File: config.mk
export PLATFORM = sky130hd
export DESIGN_NAME = mmu_top
export DESIGN_NICKNAME = d
export VERILOG_FILES = /design/src/mmu_pkg.sv /design/src/mmu_access_check.sv /design/src/mmu_req_decode.sv /design/src/mmu_table_walk.sv /design/src/mmu_tlb.sv /design/src/mmu_top.sv
export SDC_FILE = /design/constraint.sdc
export NUM_CORES = 1
export LEC_CHECK = 0
export BUFFER_PORTS_ARGS = -buffer_cell sky130_fd_sc_hd__buf_4
export CAP_MARGIN = 20
export CORE_UTILIZATION = 40
export CTS_CLUSTER_SIZE = 40
export DETAILED_ROUTE_END_ITERATION = 8
export PLACE_DENSITY = 0.62
export SYNTH_ARGS = -nofsm -noshare
export SYNTH_HDL_FRONTEND = slang
export SYNTH_HIERARCHICAL = 1
export SYNTH_SLANG_ARGS = --single-unit
export TNS_END_PERCENT = 1
File: constraint.sdc
create_clock -name clk -period 4.9 [get_ports clk]
set_clock_uncertainty 0.05 [all_clocks]
set_input_delay 0.245 -clock clk [delete_from_list [all_inputs] [get_ports clk]]
set_output_delay 0.245 -clock clk [all_outputs]
set_load 0.01 [all_outputs]
File: src/mmu_pkg.sv
`default_nettype none

package mmu_pkg;

	localparam int VADDR_W    = 32;
	localparam int PAGE_OFS_W = 12;	// 4 KiB pages
	localparam int IDX_W      = 10;	// per table level
	localparam int ASID_W     = 8;
	localparam int PPN_W      = 20;
	localparam int VPN_W      = VADDR_W - PAGE_OFS_W;

	localparam int OL_W = 3;
	localparam logic [OL_W-1:0] OL_SUPER = 3'd0;	// lowest operating level

	// leaf flags as held in the buffer, same order as in the table word
	localparam int FLAG_W = 5;
	localparam int FL_R   = 0;
	localparam int FL_W   = 1;
	localparam int FL_X   = 2;
	localparam int FL_U   = 3;
	localparam int FL_C   = 4;

	typedef enum logic [1:0] {
		ACC_READ  = 2'd0,
		ACC_WRITE = 2'd1,
		ACC_FETCH = 2'd2
	} acc_kind_e;

	// one table word, read as leaf or as pointer to the next table
	typedef union packed {
		struct packed {
			logic [PPN_W-1:0] ppn;
			logic [4:0]       rsv;
			logic             c;
			logic             u;
			logic             x;
			logic             w;
			logic             r;
			logic             is_leaf;
			logic             valid;
		} leaf;
		struct packed {
			logic [PPN_W-1:0] ptn;	// next table page
			logic [9:0]       rsv;
			logic             is_leaf;
			logic             valid;
		} dir;
	} pte_u;

endpackage

`default_nettype wire

File: src/mmu_access_check.sv
`timescale 1ns/10ps
`default_nettype none

module mmu_access_check (
	input  wire                              clk,
	input  wire                              rst,
	input  wire                              hit_i,
	input  wire  [mmu_pkg::PPN_W-1:0]        ppn_i,
	input  wire  [mmu_pkg::FLAG_W-1:0]       flags_i,
	input  wire                              fault_i,
	input  wire  mmu_pkg::acc_kind_e         kind_i,
	input  wire  [mmu_pkg::OL_W-1:0]         ol_i,
	input  wire  [mmu_pkg::PAGE_OFS_W-1:0]   ofs_i,
	input  wire                              stb_i,
	output logic                             ack_o,
	output logic                             busy_o,
	output logic [mmu_pkg::VADDR_W-1:0]      padr_o,
	output logic                             cac_o,
	output logic                             page_fault_o,
	output logic                             prv_o,
	output logic                             exv_o,
	output logic                             rdv_o,
	output logic                             wrv_o
);

	always_ff @(posedge clk) begin
		if (rst) begin
			ack_o        <= 1'b0;
			busy_o       <= 1'b0;
			page_fault_o <= 1'b0;
			prv_o        <= 1'b0;
			exv_o        <= 1'b0;
			rdv_o        <= 1'b0;
			wrv_o        <= 1'b0;
		end else begin
			busy_o <= stb_i;	// drops together with ack
			if (!stb_i)
				ack_o <= 1'b0;	// release once cpu lets go
			else if (hit_i || fault_i)
				ack_o <= 1'b1;
			if (fault_i) begin
				page_fault_o <= 1'b1;
				prv_o        <= 1'b0;
				exv_o        <= 1'b0;
				rdv_o        <= 1'b0;
				wrv_o        <= 1'b0;
			end else if (hit_i) begin
				page_fault_o <= 1'b0;
				prv_o <= ol_i != mmu_pkg::OL_SUPER && !flags_i[mmu_pkg::FL_U];
				exv_o <= kind_i == mmu_pkg::ACC_FETCH && !flags_i[mmu_pkg::FL_X];
				rdv_o <= kind_i == mmu_pkg::ACC_READ && !flags_i[mmu_pkg::FL_R];
				wrv_o <= kind_i == mmu_pkg::ACC_WRITE && !flags_i[mmu_pkg::FL_W];
			end
		end
	end

	always_ff @(posedge clk) begin
		if (fault_i) begin
			padr_o <= '0;
			cac_o  <= 1'b0;
		end else if (hit_i) begin
			padr_o <= {ppn_i, ofs_i};	// page number joined to offset
			cac_o  <= flags_i[mmu_pkg::FL_C];
		end
	end

endmodule

`default_nettype wire

File: src/mmu_req_decode.sv
`timescale 1ns/10ps
`default_nettype none

module mmu_req_decode (
	input  wire                                clk,
	input  wire                                rst,
	input  wire                                cyc_i,
	input  wire                                stb_i,
	input  wire                                we_i,
	input  wire                                icl_i,
	input  wire  [mmu_pkg::VADDR_W-1:0]        vadr_i,
	input  wire  [mmu_pkg::ASID_W-1:0]         asid_i,
	input  wire                                busy_i,
	output logic                               req_valid_o,
	output logic [mmu_pkg::VPN_W-1:0]          req_vpn_o,
	output logic [mmu_pkg::ASID_W-1:0]         req_asid_o,
	output mmu_pkg::acc_kind_e                 req_kind_o
);

	logic accept;

	// busy lags the strobe by one cycle, so this is the rising strobe
	assign accept = cyc_i && stb_i && !busy_i;

	always_ff @(posedge clk) begin
		if (rst) begin
			req_valid_o <= 1'b0;
		end else begin
			req_valid_o <= accept;	// single cycle pulse
		end
	end

	always_ff @(posedge clk) begin
		if (accept) begin
			req_vpn_o  <= vadr_i[mmu_pkg::VADDR_W-1:mmu_pkg::PAGE_OFS_W];
			req_asid_o <= asid_i;
			if (icl_i)
				req_kind_o <= mmu_pkg::ACC_FETCH;	// fetch wins over write
			else if (we_i)
				req_kind_o <= mmu_pkg::ACC_WRITE;
			else
				req_kind_o <= mmu_pkg::ACC_READ;
		end
	end

	// the checker must already hold busy while the request is presented
	a_busy_after_accept: assert property (
		@(posedge clk) disable iff (rst)
		req_valid_o |-> busy_i
	);

endmodule

`default_nettype wire

File: src/mmu_table_walk.sv
`timescale 1ns/10ps
`default_nettype none

module mmu_table_walk #(
	parameter int WALK_TIMEOUT = 255
) (
	input  wire                          clk,
	input  wire                          rst,
	input  wire                          miss_i,
	input  wire  [mmu_pkg::VPN_W-1:0]    vpn_i,
	input  wire  [mmu_pkg::VADDR_W-1:0]  pta_i,
	input  wire                          mem_ack_i,
	input  wire  [31:0]                  mem_dat_i,
	output logic                         mem_cyc_o,
	output logic                         mem_stb_o,
	output logic [mmu_pkg::VADDR_W-1:0]  mem_adr_o,
	output logic                         fill_o,
	output logic [mmu_pkg::PPN_W-1:0]    fill_ppn_o,
	output logic [mmu_pkg::FLAG_W-1:0]   fill_flags_o,
	output logic                         fault_o
);

	localparam int TMR_W = $clog2(WALK_TIMEOUT + 2);

	localparam logic [1:0] ST_IDLE = 2'd0;
	localparam logic [1:0] ST_DIR  = 2'd1;	// first level read
	localparam logic [1:0] ST_GAP  = 2'd2;	// strobe low between reads
	localparam logic [1:0] ST_LEAF = 2'd3;	// second level read

	logic [1:0]                 state_q;
	logic [TMR_W-1:0]           tmr_q;
	logic [mmu_pkg::VPN_W-1:0]  vpn_q;
	mmu_pkg::pte_u              pte;
	logic                       timeout;

	assign pte     = mem_dat_i;
	assign timeout = tmr_q == TMR_W'(WALK_TIMEOUT);

	always_ff @(posedge clk) begin
		if (rst) begin
			state_q   <= ST_IDLE;
			tmr_q     <= '0;
			mem_cyc_o <= 1'b0;
			mem_stb_o <= 1'b0;
			fill_o    <= 1'b0;
			fault_o   <= 1'b0;
		end else begin
			fill_o  <= 1'b0;
			fault_o <= 1'b0;
			case (state_q)
			ST_IDLE:
				if (miss_i) begin
					mem_cyc_o <= 1'b1;
					mem_stb_o <= 1'b1;
					tmr_q     <= '0;
					state_q   <= ST_DIR;
				end
			ST_DIR:
				if (mem_ack_i) begin
					mem_stb_o <= 1'b0;
					if (pte.dir.valid && !pte.dir.is_leaf) begin
						state_q <= ST_GAP;
					end else begin
						mem_cyc_o <= 1'b0;	// invalid or superpage leaf
						fault_o   <= 1'b1;
						state_q   <= ST_IDLE;
					end
				end else if (timeout) begin
					mem_cyc_o <= 1'b0;
					mem_stb_o <= 1'b0;
					fault_o   <= 1'b1;
					state_q   <= ST_IDLE;
				end else begin
					tmr_q <= tmr_q + 1'b1;
				end
			ST_GAP: begin
				mem_stb_o <= 1'b1;
				tmr_q     <= '0;
				state_q   <= ST_LEAF;
			end
			default:
				if (mem_ack_i || timeout) begin
					mem_cyc_o <= 1'b0;
					mem_stb_o <= 1'b0;
					fill_o    <= mem_ack_i && pte.leaf.valid && pte.leaf.is_leaf;
					fault_o   <= !(mem_ack_i && pte.leaf.valid && pte.leaf.is_leaf);
					state_q   <= ST_IDLE;
				end else begin
					tmr_q <= tmr_q + 1'b1;
				end
			endcase
		end
	end

	always_ff @(posedge clk) begin
		if (state_q == ST_IDLE && miss_i) begin
			vpn_q     <= vpn_i;
			mem_adr_o <= pta_i
				+ mmu_pkg::VADDR_W'({vpn_i[mmu_pkg::VPN_W-1 -: mmu_pkg::IDX_W], 2'b00});
		end
		if (state_q == ST_DIR && mem_ack_i)
			mem_adr_o <= {pte.dir.ptn, vpn_q[mmu_pkg::IDX_W-1:0], 2'b00};
		if (state_q == ST_LEAF && mem_ack_i) begin
			fill_ppn_o   <= pte.leaf.ppn;
			fill_flags_o <= {pte.leaf.c, pte.leaf.u, pte.leaf.x, pte.leaf.w, pte.leaf.r};
		end
	end

	a_stb_within_cyc: assert property (
		@(posedge clk) disable iff (rst)
		$rose(mem_stb_o) |-> mem_cyc_o
	);

endmodule

`default_nettype wire

File: src/mmu_tlb.sv
`timescale 1ns/10ps
`default_nettype none

module mmu_tlb #(
	parameter int TLB_ENTRIES = 8
) (
	input  wire                          clk,
	input  wire                          rst,
	input  wire                          req_valid_i,
	input  wire  [mmu_pkg::VPN_W-1:0]    req_vpn_i,
	input  wire  [mmu_pkg::ASID_W-1:0]   req_asid_i,
	input  wire                          inv_all_i,
	input  wire                          inv_i,
	input  wire  [mmu_pkg::VADDR_W-1:0]  inv_adr_i,
	input  wire  [mmu_pkg::ASID_W-1:0]   inv_asid_i,
	input  wire                          fill_i,
	input  wire  [mmu_pkg::PPN_W-1:0]    fill_ppn_i,
	input  wire  [mmu_pkg::FLAG_W-1:0]   fill_flags_i,
	output logic                         hit_o,
	output logic                         miss_o,
	output logic [mmu_pkg::PPN_W-1:0]    hit_ppn_o,
	output logic [mmu_pkg::FLAG_W-1:0]   hit_flags_o
);

	localparam int SEL_W = $clog2(TLB_ENTRIES);

	logic [TLB_ENTRIES-1:0]       ent_valid;
	logic [mmu_pkg::ASID_W-1:0]   ent_asid [TLB_ENTRIES];
	logic [mmu_pkg::VPN_W-1:0]    ent_vpn [TLB_ENTRIES];
	logic [mmu_pkg::PPN_W-1:0]    ent_ppn [TLB_ENTRIES];
	logic [mmu_pkg::FLAG_W-1:0]   ent_flags [TLB_ENTRIES];
	logic [TLB_ENTRIES-1:0]       match;
	logic [TLB_ENTRIES-1:0]       inv_match;
	logic [SEL_W-1:0]             hit_sel;
	logic [SEL_W-1:0]             victim;	// round-robin pointer

	always_comb begin
		hit_sel = '0;
		for (int i = 0; i < TLB_ENTRIES; i++) begin
			match[i] = ent_valid[i] && ent_asid[i] == req_asid_i && ent_vpn[i] == req_vpn_i;
			inv_match[i] = ent_valid[i] && ent_asid[i] == inv_asid_i
				&& ent_vpn[i] == inv_adr_i[mmu_pkg::VADDR_W-1:mmu_pkg::PAGE_OFS_W];
			if (match[i])
				hit_sel = SEL_W'(i);
		end
	end

	always_ff @(posedge clk) begin
		if (rst) begin
			ent_valid <= '0;
			victim    <= '0;
			hit_o     <= 1'b0;
			miss_o    <= 1'b0;
		end else begin
			hit_o  <= (req_valid_i && |match) || fill_i;	// a fill answers as a hit
			miss_o <= req_valid_i && !(|match);
			if (fill_i) begin
				ent_valid[victim] <= 1'b1;
				victim            <= victim + 1'b1;
			end
			if (inv_all_i)
				ent_valid <= '0;
			else if (inv_i)
				ent_valid <= ent_valid & ~inv_match;
		end
	end

	always_ff @(posedge clk) begin
		if (fill_i) begin
			ent_asid[victim]  <= req_asid_i;
			ent_vpn[victim]   <= req_vpn_i;
			ent_ppn[victim]   <= fill_ppn_i;
			ent_flags[victim] <= fill_flags_i;
			hit_ppn_o         <= fill_ppn_i;
			hit_flags_o       <= fill_flags_i;
		end else begin
			hit_ppn_o   <= ent_ppn[hit_sel];
			hit_flags_o <= ent_flags[hit_sel];
		end
	end

	a_single_match: assert property (
		@(posedge clk) disable iff (rst)
		req_valid_i |-> $onehot0(match)
	);

endmodule

`default_nettype wire

File: src/mmu_top.sv
`timescale 1ns/10ps
`default_nettype none

module mmu_top #(
	parameter int TLB_ENTRIES  = 8,
	parameter int WALK_TIMEOUT = 255
) (
	input  wire                          clk,
	input  wire                          rst,
	input  wire                          cyc_i,
	input  wire                          stb_i,
	input  wire                          we_i,
	input  wire                          icl_i,
	input  wire  [mmu_pkg::OL_W-1:0]     ol_i,
	input  wire  [mmu_pkg::ASID_W-1:0]   asid_i,
	input  wire  [mmu_pkg::VADDR_W-1:0]  vadr_i,
	output logic                         ack_o,
	output logic [mmu_pkg::VADDR_W-1:0]  padr_o,
	output logic                         cac_o,
	output logic                         page_fault_o,
	output logic                         prv_o,
	output logic                         exv_o,
	output logic                         rdv_o,
	output logic                         wrv_o,
	input  wire                          inv_all_i,
	input  wire                          inv_i,
	input  wire  [mmu_pkg::VADDR_W-1:0]  inv_adr_i,
	input  wire  [mmu_pkg::VADDR_W-1:0]  pta_i,
	output logic                         mem_cyc_o,
	output logic                         mem_stb_o,
	output logic [mmu_pkg::VADDR_W-1:0]  mem_adr_o,
	input  wire  [31:0]                  mem_dat_i,
	input  wire                          mem_ack_i
);

	logic                        busy;
	logic                        req_valid;
	logic [mmu_pkg::VPN_W-1:0]   req_vpn;
	logic [mmu_pkg::ASID_W-1:0]  req_asid;
	mmu_pkg::acc_kind_e          req_kind;
	logic                        hit;
	logic                        miss;
	logic [mmu_pkg::PPN_W-1:0]   hit_ppn;
	logic [mmu_pkg::FLAG_W-1:0]  hit_flags;
	logic                        fill;
	logic [mmu_pkg::PPN_W-1:0]   fill_ppn;
	logic [mmu_pkg::FLAG_W-1:0]  fill_flags;
	logic                        fault;

	mmu_req_decode mmu_req_decode_i (
		.clk         (clk),
		.rst         (rst),
		.cyc_i       (cyc_i),
		.stb_i       (stb_i),
		.we_i        (we_i),
		.icl_i       (icl_i),
		.vadr_i      (vadr_i),
		.asid_i      (asid_i),
		.busy_i      (busy),
		.req_valid_o (req_valid),
		.req_vpn_o   (req_vpn),
		.req_asid_o  (req_asid),
		.req_kind_o  (req_kind)
	);

	mmu_tlb #(
		.TLB_ENTRIES (TLB_ENTRIES)
	) mmu_tlb_i (
		.clk          (clk),
		.rst          (rst),
		.req_valid_i  (req_valid),
		.req_vpn_i    (req_vpn),
		.req_asid_i   (req_asid),
		.inv_all_i    (inv_all_i),
		.inv_i        (inv_i),
		.inv_adr_i    (inv_adr_i),
		.inv_asid_i   (asid_i),
		.fill_i       (fill),
		.fill_ppn_i   (fill_ppn),
		.fill_flags_i (fill_flags),
		.hit_o        (hit),
		.miss_o       (miss),
		.hit_ppn_o    (hit_ppn),
		.hit_flags_o  (hit_flags)
	);

	mmu_table_walk #(
		.WALK_TIMEOUT (WALK_TIMEOUT)
	) mmu_table_walk_i (
		.clk          (clk),
		.rst          (rst),
		.miss_i       (miss),
		.vpn_i        (req_vpn),
		.pta_i        (pta_i),
		.mem_ack_i    (mem_ack_i),
		.mem_dat_i    (mem_dat_i),
		.mem_cyc_o    (mem_cyc_o),
		.mem_stb_o    (mem_stb_o),
		.mem_adr_o    (mem_adr_o),
		.fill_o       (fill),
		.fill_ppn_o   (fill_ppn),
		.fill_flags_o (fill_flags),
		.fault_o      (fault)
	);

	mmu_access_check mmu_access_check_i (
		.clk          (clk),
		.rst          (rst),
		.hit_i        (hit),
		.ppn_i        (hit_ppn),
		.flags_i      (hit_flags),
		.fault_i      (fault),
		.kind_i       (req_kind),
		.ol_i         (ol_i),
		.ofs_i        (vadr_i[mmu_pkg::PAGE_OFS_W-1:0]),	// cpu holds the address
		.stb_i        (stb_i),
		.ack_o        (ack_o),
		.busy_o       (busy),
		.padr_o       (padr_o),
		.cac_o        (cac_o),
		.page_fault_o (page_fault_o),
		.prv_o        (prv_o),
		.exv_o        (exv_o),
		.rdv_o        (rdv_o),
		.wrv_o        (wrv_o)
	);

endmodule

`default_nettype wire

==> results.md, run 1 <==
- Post-route ant nets: 0
- Largest family of logic cells by synthesized area: XOR/XNOR gates
- Worst hold margin: 0.0294 ns
- Hold path depth: 3
- Post-layout nets: 2600
- Synth Area per Inst: 13.5 µm²
- Design Area, Final: 0.0342 mm²
- Cts repair resizes: 0
- Synth warn: 6
- Prevailing post-synth register cell: edfxtp_1
- DR pass1 iterations: 5
- CP delay by family, top: simple AND/OR/NAND/NOR gates
- Routed len/inst: 25.3 µm
- Starting DRT DRC Count: 1562
- Layout area overhead: 21.2%
- Vias in the first global route: 18.6k
- I/O Pins: 221
- CP required: 5.30 ns
- H-Tree Depth: 3
- Slew Viols, Final: 0
- Tmin final: 3.89 ns
- Cell taking the most area after synthesis: edfxtp_1
- Placed inst area: 0.0311 mm²
- Asr flop ratio synth: 0%
- Logic pwr share: 7.3%
- First-pass GRT wire length: 125000 µm
- LEAKAGE: 0.0118 µW
- Die H: 268 µm
- Outcome: complete, no violations
- Cell count after synthesis: 2098
- CP peak stage delay: 0.59 ns
- Seq cells post-synth: 615
- Clk_lat worst skew: 0.62 ns
- Final TNS setup: 0 ns
- TritonCTS Buffers: 69
- RSZ-0062 raised after global routing: no
- Core footprint: 0.0699 mm²
- Dominant cells by area after synthesis: edfxtp_1 (55%), xnor2_1 (9.5%), dfxtp_1 (6.8%)
- Detailed Place HPWL: 56700 µm
- Clock power frac: 43.6%
- Switching part of the total power: 23.0%
- Sequential Power Share: 49.1%
- Post-synthesis sequential area ratio: 62.0%
- Drt total wl: 86900 µm
- Hold Crit Class: input port to flop
- Grt ovf: 0
- Root buf cell: clkbuf_16
- DRC violations left: 0
- Clock-pin slew on the worst setup and hold paths: 0.06 ns
- Initial antenna violation count: 3
- Levels on crit path: 11
- Max stage delay cell, worst path: or4_4
- EDFF count, synth: 519
- Final WS setup: 1.01 ns
- Most used cell, CP: buf_4
- CP Cell Sequence: buf_4 > xnor2_1 > nand4_1 > or4_4 > nor4_4 > buf_4 > a21oi_4 > o21ai_4 > and3b_1 > a21oi_1 > a22oi_1
- Layout cell share with drive strength beyond 1: 20.0%
- Worst-margin pin slew: 1.09 ns
- Hold Fails Final Rpt: 0
- Syn Std Cell Area: 0.0282 mm²
- CP max FO: 22
- Setup Fix Bufs, Post-CTS: 0
- Die Wd: 268 µm
- Max_slew headroom: 27.1%
- Via Count: 18.6k
- Max Fclk: 257 MHz
- Simple-gate area share of the yosys netlist: 9.49%
- CP Launch Type: flop
- Crit path DAT: 4.29 ns
- Count leader, synth: edfxtp_1
- Number of cell rows: 97
- Fin crit share: 79.4%
- Via-per-instance ratio: 5.41
- Clock buffer depth: 3
- P_int: 9110 µW
- Clk sink count: 615
- Die Area: 0.0717 mm²
- Pre-CTS setup slack: 1.03 ns
- Initial Utilization: 40.4%
- Reg2Reg Depth: 11
- Filler cell count: 6070
- Multiplexer share of the synthesized area: 3.51%
- Worst setup path class: flop to flop
- Max-cap violation count: 0
- Post-Synth Adder-Cell Area: 0.869%
- Power density over the cells: 346 mW/mm²
- GPL Wtd Cong: 0.924
- Yosys top cell area share: 55.2%
- Port Buffers: 203
- Tot Pwr: 11800 µW
- Synth top cells by count: edfxtp_1 (519), xnor2_1 (307), xor2_1 (162)
- Buffers plus inverters on the worst setup path: 2
- CTS tree: done
- Synth Area in XOR/XNOR: 14.5%
- Worst Setup End Kind: flop
- Endpoints failing setup: 0
- Syn_nets: 2265
- Overall Global Routing Usage: 24.2%
- Sw Pwr: 2710 µW
- Library cells used by synthesis: 83
- Synth Area in Compound Gates: 6.74%
- Pin count of the biggest net entering global routing: 70
- Max rail drop VDD: 0.225 mV
-- per-stage QoR --
| step | std cells | utilization, % |
|---|---|---|
| after floorplan | 2098 | - |
| after global placement | 3214 | 44.4 |
| after detailed placement | 3214 | 44.4 |
| after CTS | 3429 | 48.9 |
| after global routing | 3429 | 48.9 |
| final | 3431 | 48.9 |
-- worst paths after layout --
path,start,end,slack (ns)
setup reg to reg,mmu_req_decode_i/req_vpn_o[5],mmu_tlb_i/hit_flags_o[2],1.01
setup / recovery,mmu_req_decode_i/req_vpn_o[5],mmu_tlb_i/hit_flags_o[2],1.01
hold reg to reg,mmu_tlb_i/hit_ppn_o[4],mmu_access_check_i/padr_o[16],0.42
hold / removal,pta_i[28],mmu_table_walk_i/mem_adr_o[28],0.03
-- area by class of cell --
type                    instances  area (µm²)  share of cell area, %
flip-flops and latches        615       17500                   51.2
multi-input cells            1327       10000                   29.2
repair buffers                376        3110                   9.08
clock buffers                  93        1920                   5.61
well taps                     940        1180                   3.44
clock inverters                34         328                  0.958
inverters                      44         165                  0.483
diodes                          2        5.00                 0.0146
-- layer usage --
| layer | share of wire, % | wire (µm) | global-route usage [%] | vias up |
|---|---|---|---|---|
| met1 | 43 | 37200 | 32.7 | 9308 |
| met5 | 0.0081 | 7 | 0 | - |
| met4 | 3.0 | 2600 | 8.56 | 2 |
| met3 | 7.7 | 6650 | 4.96 | 159 |
| li1 | - | - | - | 8328 |
| met2 | 47 | 40400 | 38.4 | 776 |
-- what timing repair did --
action | in CTS | in global routing
endpoints found under the setup margin | 0 | 0
hold buffers | 88 | 0
hold endpoints to repair | 102 | 0
-- power by group through the flow --
| stage | Clock (µW) | Sequential (µW) | Combinational [µW] |
|---|---|---|---|
| 2_1_floorplan | 0 | 5920 | 385 |
| 3_3_place_gp | 0 | 5910 | 796 |
| 3_5_place_dp | 0 | 5910 | 800 |
| 4_1_cts | 5250 | 5800 | 861 |
| 5_1_grt | 5450 | 5810 | 925 |
| 6_report | 5150 | 5800 | 868 |
-- cells in the final DEF, fill, tap and decap left out, types with 8 or more instances in the layout --
cell type,n
a211oi_1,10
a211oi_2,13
a21oi_1,53
a221oi_2,15
a22oi_1,27
and3_1,8
and3b_1,20
buf_4,283
clkbuf_1,16
clkbuf_16,71
clkinv_1,14
dfxtp_1,95
dlygate4sd3_1,88
edfxtp_1,519
ha_1,18
inv_1,44
mux2_2,35
mux2_4,15
mux2i_1,37
nand2_1,89
nand2b_1,20
nand3_1,32
nand4_1,78
nor2_1,89
nor2_4,8
nor2b_1,41
nor3_1,17
nor4_1,47
o21ai_0,91
xnor2_1,307
xor2_1,162
-- state kept, by name, summed over array words and instances, names as in the netlist, 2 cells and up --
name	count
mmu_tlb_i/ent_asid	64
mmu_tlb_i/hit_flags_o	5
mmu_tlb_i/hit_ppn_o	20
mmu_tlb_i/ent_ppn	160
mmu_tlb_i/ent_vpn	160
mmu_tlb_i/victim	3
mmu_req_decode_i/req_vpn_o	20
mmu_tlb_i/ent_valid	8
mmu_table_walk_i/tmr_q	9
mmu_req_decode_i/req_asid_o	8
mmu_tlb_i/ent_flags	40
mmu_table_walk_i/fill_flags_o	5
mmu_access_check_i/padr_o	32
mmu_table_walk_i/vpn_q	10
mmu_table_walk_i/mem_adr_o	32
mmu_req_decode_i/req_kind_o	2
mmu_table_walk_i/state_q	2
mmu_table_walk_i/fill_ppn_o	20
-- cell families (layout without fill, tap and decap cells) --
kind of cell | after synthesis | in the layout
flops | 615 | 615
simple gates | 487 | 487
xor+xnor | 469 | 469
compound gates | 265 | 265
buf+inv | 156 | 547
mux | 87 | 87
fa+ha+maj | 19 | 19
other cells | 0 | 2
-- tightest hold or removal path: cells and delay by family --
family / cells / cell delay [ns]
xor+xnor: 1 / 0.07
compound gates: 1 / 0.15
buf+inv: 1 / 0.10
Power figures use the tool's default switching activity.
==> run 2, diff against run 1 <==
clock period = 3.5 ns   (was 4.9 ns; I/O delays follow)
==> results.md, run 2 (synthesized netlist as in run 1, its figures left out) <==
- Post-route ant nets: 0 (unchanged)
- Clk_lat worst skew: 0.63 ns (was 0.62 ns)
- Via Count: 18.9k (was 18.6k)
- Max Fclk: 287 MHz (was 257 MHz)
- Largest registers: mmu_tlb_i/ent_ppn: 160 flops, mmu_tlb_i/ent_vpn: 160 flops, mmu_tlb_i/ent_asid: 64 flops (unchanged)
- Fin util: 50.4% (was 48.9%)
- Max-cap violation count: 0 (unchanged)
- TritonCTS Buffers: 68 (was 69)
- Max_slew headroom: 36.1% (was 27.1%)
- CP required: 3.95 ns (was 5.30 ns)
- GPL Wtd Cong: 0.969 (was 0.924)
- Drt total wl: 89600 µm (was 86900 µm)
- DRC violations left: 0 (unchanged)
- Detailed Place HPWL: 61900 µm (was 56700 µm)
- LEAKAGE: 0.0124 µW (was 0.0118 µW)
- Slew Viols, Final: 0 (unchanged)
- Crit path DAT: 3.93 ns (was 4.29 ns)
- Clock-pin slew on the worst setup and hold paths: 0.06 ns (about the same)
- Endpoints failing setup: 0 (unchanged)
- Routed len/inst: 25.5 µm (was 25.3 µm)
- GR met2 Demand/Resource: 38.4% (about the same)
- DR pass1 iterations: 5 (unchanged)
- Worst setup path class: flop to flop (unchanged)
- Root buf cell: clkbuf_16 (unchanged)
- RSZ-0062 raised after global routing: yes (was no)
- Power density over the cells: 473 mW/mm² (was 346 mW/mm²)
- Starting DRT DRC Count: 2044 (was 1562)
- Pin count of the biggest net entering global routing: 54 (was 70)
- GR Util met1: 34.0% (was 32.7%)
- Layout area overhead: 24.7% (was 21.2%)
- Grt ovf: 0 (unchanged)
- Register-to-register setup slack: 0.02 ns (was 1.01 ns)
- Commonest non-fill, non-tap cell in the layout: edfxtp_1 (unchanged)
- Final TNS setup: 0 ns (unchanged)
- Via-per-instance ratio: 5.38 (was 5.41)
- Commonest cells after routing, fill and taps aside: edfxtp_1 (519), buf_4 (333), xnor2_1 (305) (was edfxtp_1 (519), xnor2_1 (307), buf_4 (283))
- Tmin final: 3.48 ns (was 3.89 ns)
- Clk sink count: 615 (unchanged)
- Initial antenna violation count: 5 (was 3)
- Fin crit share: 99.5% (was 79.4%)
- Hold Fails Final Rpt: 0 (unchanged)
- First-pass GRT wire length: 127000 µm (was 125000 µm)
- Post-layout nets: 2683 (was 2600)
- Overall Global Routing Usage: 25.0% (was 24.2%)
- Worst-margin pin slew: 0.959 ns (was 1.09 ns)
- Vias in the first global route: 18.8k (was 18.6k)
- Filler cell count: 6079 (was 6070)
- GR peak layer: met2 (unchanged)
- GR Layer Usage met3: 5.41% (was 4.96%)
- Max rail drop VDD: 0.312 mV (was 0.225 mV)
- Core footprint: 0.0699 mm² (unchanged)
- I/O Pins: 221 (unchanged)
- CTS tree: done (unchanged)
- Die H: 268 µm (unchanged)
- Hold Crit Class: input port to flop (unchanged)
- Port Buffers: 203 (unchanged)
- Die Area: 0.0717 mm² (unchanged)
- H-Tree Depth: 3 (unchanged)
- Layout cell share with drive strength beyond 1: 22.5% (was 20.0%)
- CP Launch Type: flop (unchanged)
- Outcome: complete, no violations (unchanged)
- CP max FO: 8 (was 22)
- Initial Utilization: 40.4% (unchanged)
- Number of cell rows: 97 (unchanged)
- Worst Setup End Kind: flop (unchanged)
- Die Wd: 268 µm (unchanged)
- Clock buffer depth: 3 (unchanged)
run 2: per-layer routing:
layer / share of wire [%] / up-vias / routed length [µm]
met2: 45 / 799 / 40200
met5: 0.044 / - / 39
met3: 8.2 / 165 / 7380
li1: - / 8505 / -
met1: 43 / 9406 / 38500
met4: 3.9 / 6 / 3510
run 2: area by class of cell:
type | instances | area [µm²] | share of cell area (%)
clock inverter | 32 | 392 | 1.11
inverter | 44 | 165 | 0.469
clock buffer | 92 | 1870 | 5.32
timing repair buffer | 460 | 4020 | 11.4
multi-input combinational | 1327 | 10100 | 28.6
sequential | 615 | 17500 | 49.7
tap | 940 | 1180 | 3.34
antenna | 2 | 5.00 | 0.0142
run 2: through the flow:
| stage | setup slack [ns] | area [µm²] | hold slack, ns | power [µW] | cells |
|---|---|---|---|---|---|
| 6_report | 0.0174 | 35200 | 0.0660 | 16700 | 3512 |
| 3_3_place_gp | -0.122 | 31700 | 0.304 | 9410 | 3274 |
| 2_1_floorplan | -1.22 | 28200 | 0.194 | 8820 | 2098 |
| 5_1_grt | -0.0159 | 35200 | 0.0723 | 17100 | 3510 |
| 4_1_cts | 0.00567 | 35100 | 0.0382 | 16800 | 3503 |
| 3_5_place_dp | -0.225 | 31700 | 0.304 | 9420 | 3274 |
run 2: path summary, 6_finish.rpt:
kind                                   from                              to  cells after the start
max reg2reg  mmu_req_decode_i/req_vpn_o[12]          mmu_tlb_i/hit_ppn_o[3]                     13
max          mmu_req_decode_i/req_vpn_o[12]          mmu_tlb_i/hit_ppn_o[3]                     13
min reg2reg   mmu_table_walk_i/mem_adr_o[1]   mmu_table_walk_i/mem_adr_o[1]                      2
min                               pta_i[16]  mmu_table_walk_i/mem_adr_o[16]                      4
run 2: repair_timing:
item | in CTS | in global routing
hold buffers | 102 | 0
pin swaps | 3 | 2
gates resized for setup | 4 | 6
endpoints found under the hold margin | 110 | 0
setup buffers | 3 | 7
endpoints found under the setup margin | 25 | 25
run 2: critical path, stage by stage (launching register included):
cell and delay, ns:
edfxtp_1 0.54, xor2_1 0.21, nor4_2 0.36, buf_4 0.20, nand4_1 0.23, a311o_4 0.47, a21oi_4 0.18, nor2_4 0.06
buf_12 0.14, buf_4 0.14, buf_4 0.13, mux2_4 0.29, a221oi_2 0.25, a211oi_2 0.10
run 2: power breakdown:
group | total [µW] | internal (µW) | switching, µW | leakage (µW)
clock network | 7280 | 4250 | 3030 | 0.00110
logic | 1280 | 574 | 706 | 0.00579
registers | 8100 | 8020 | 87.8 | 0.00547
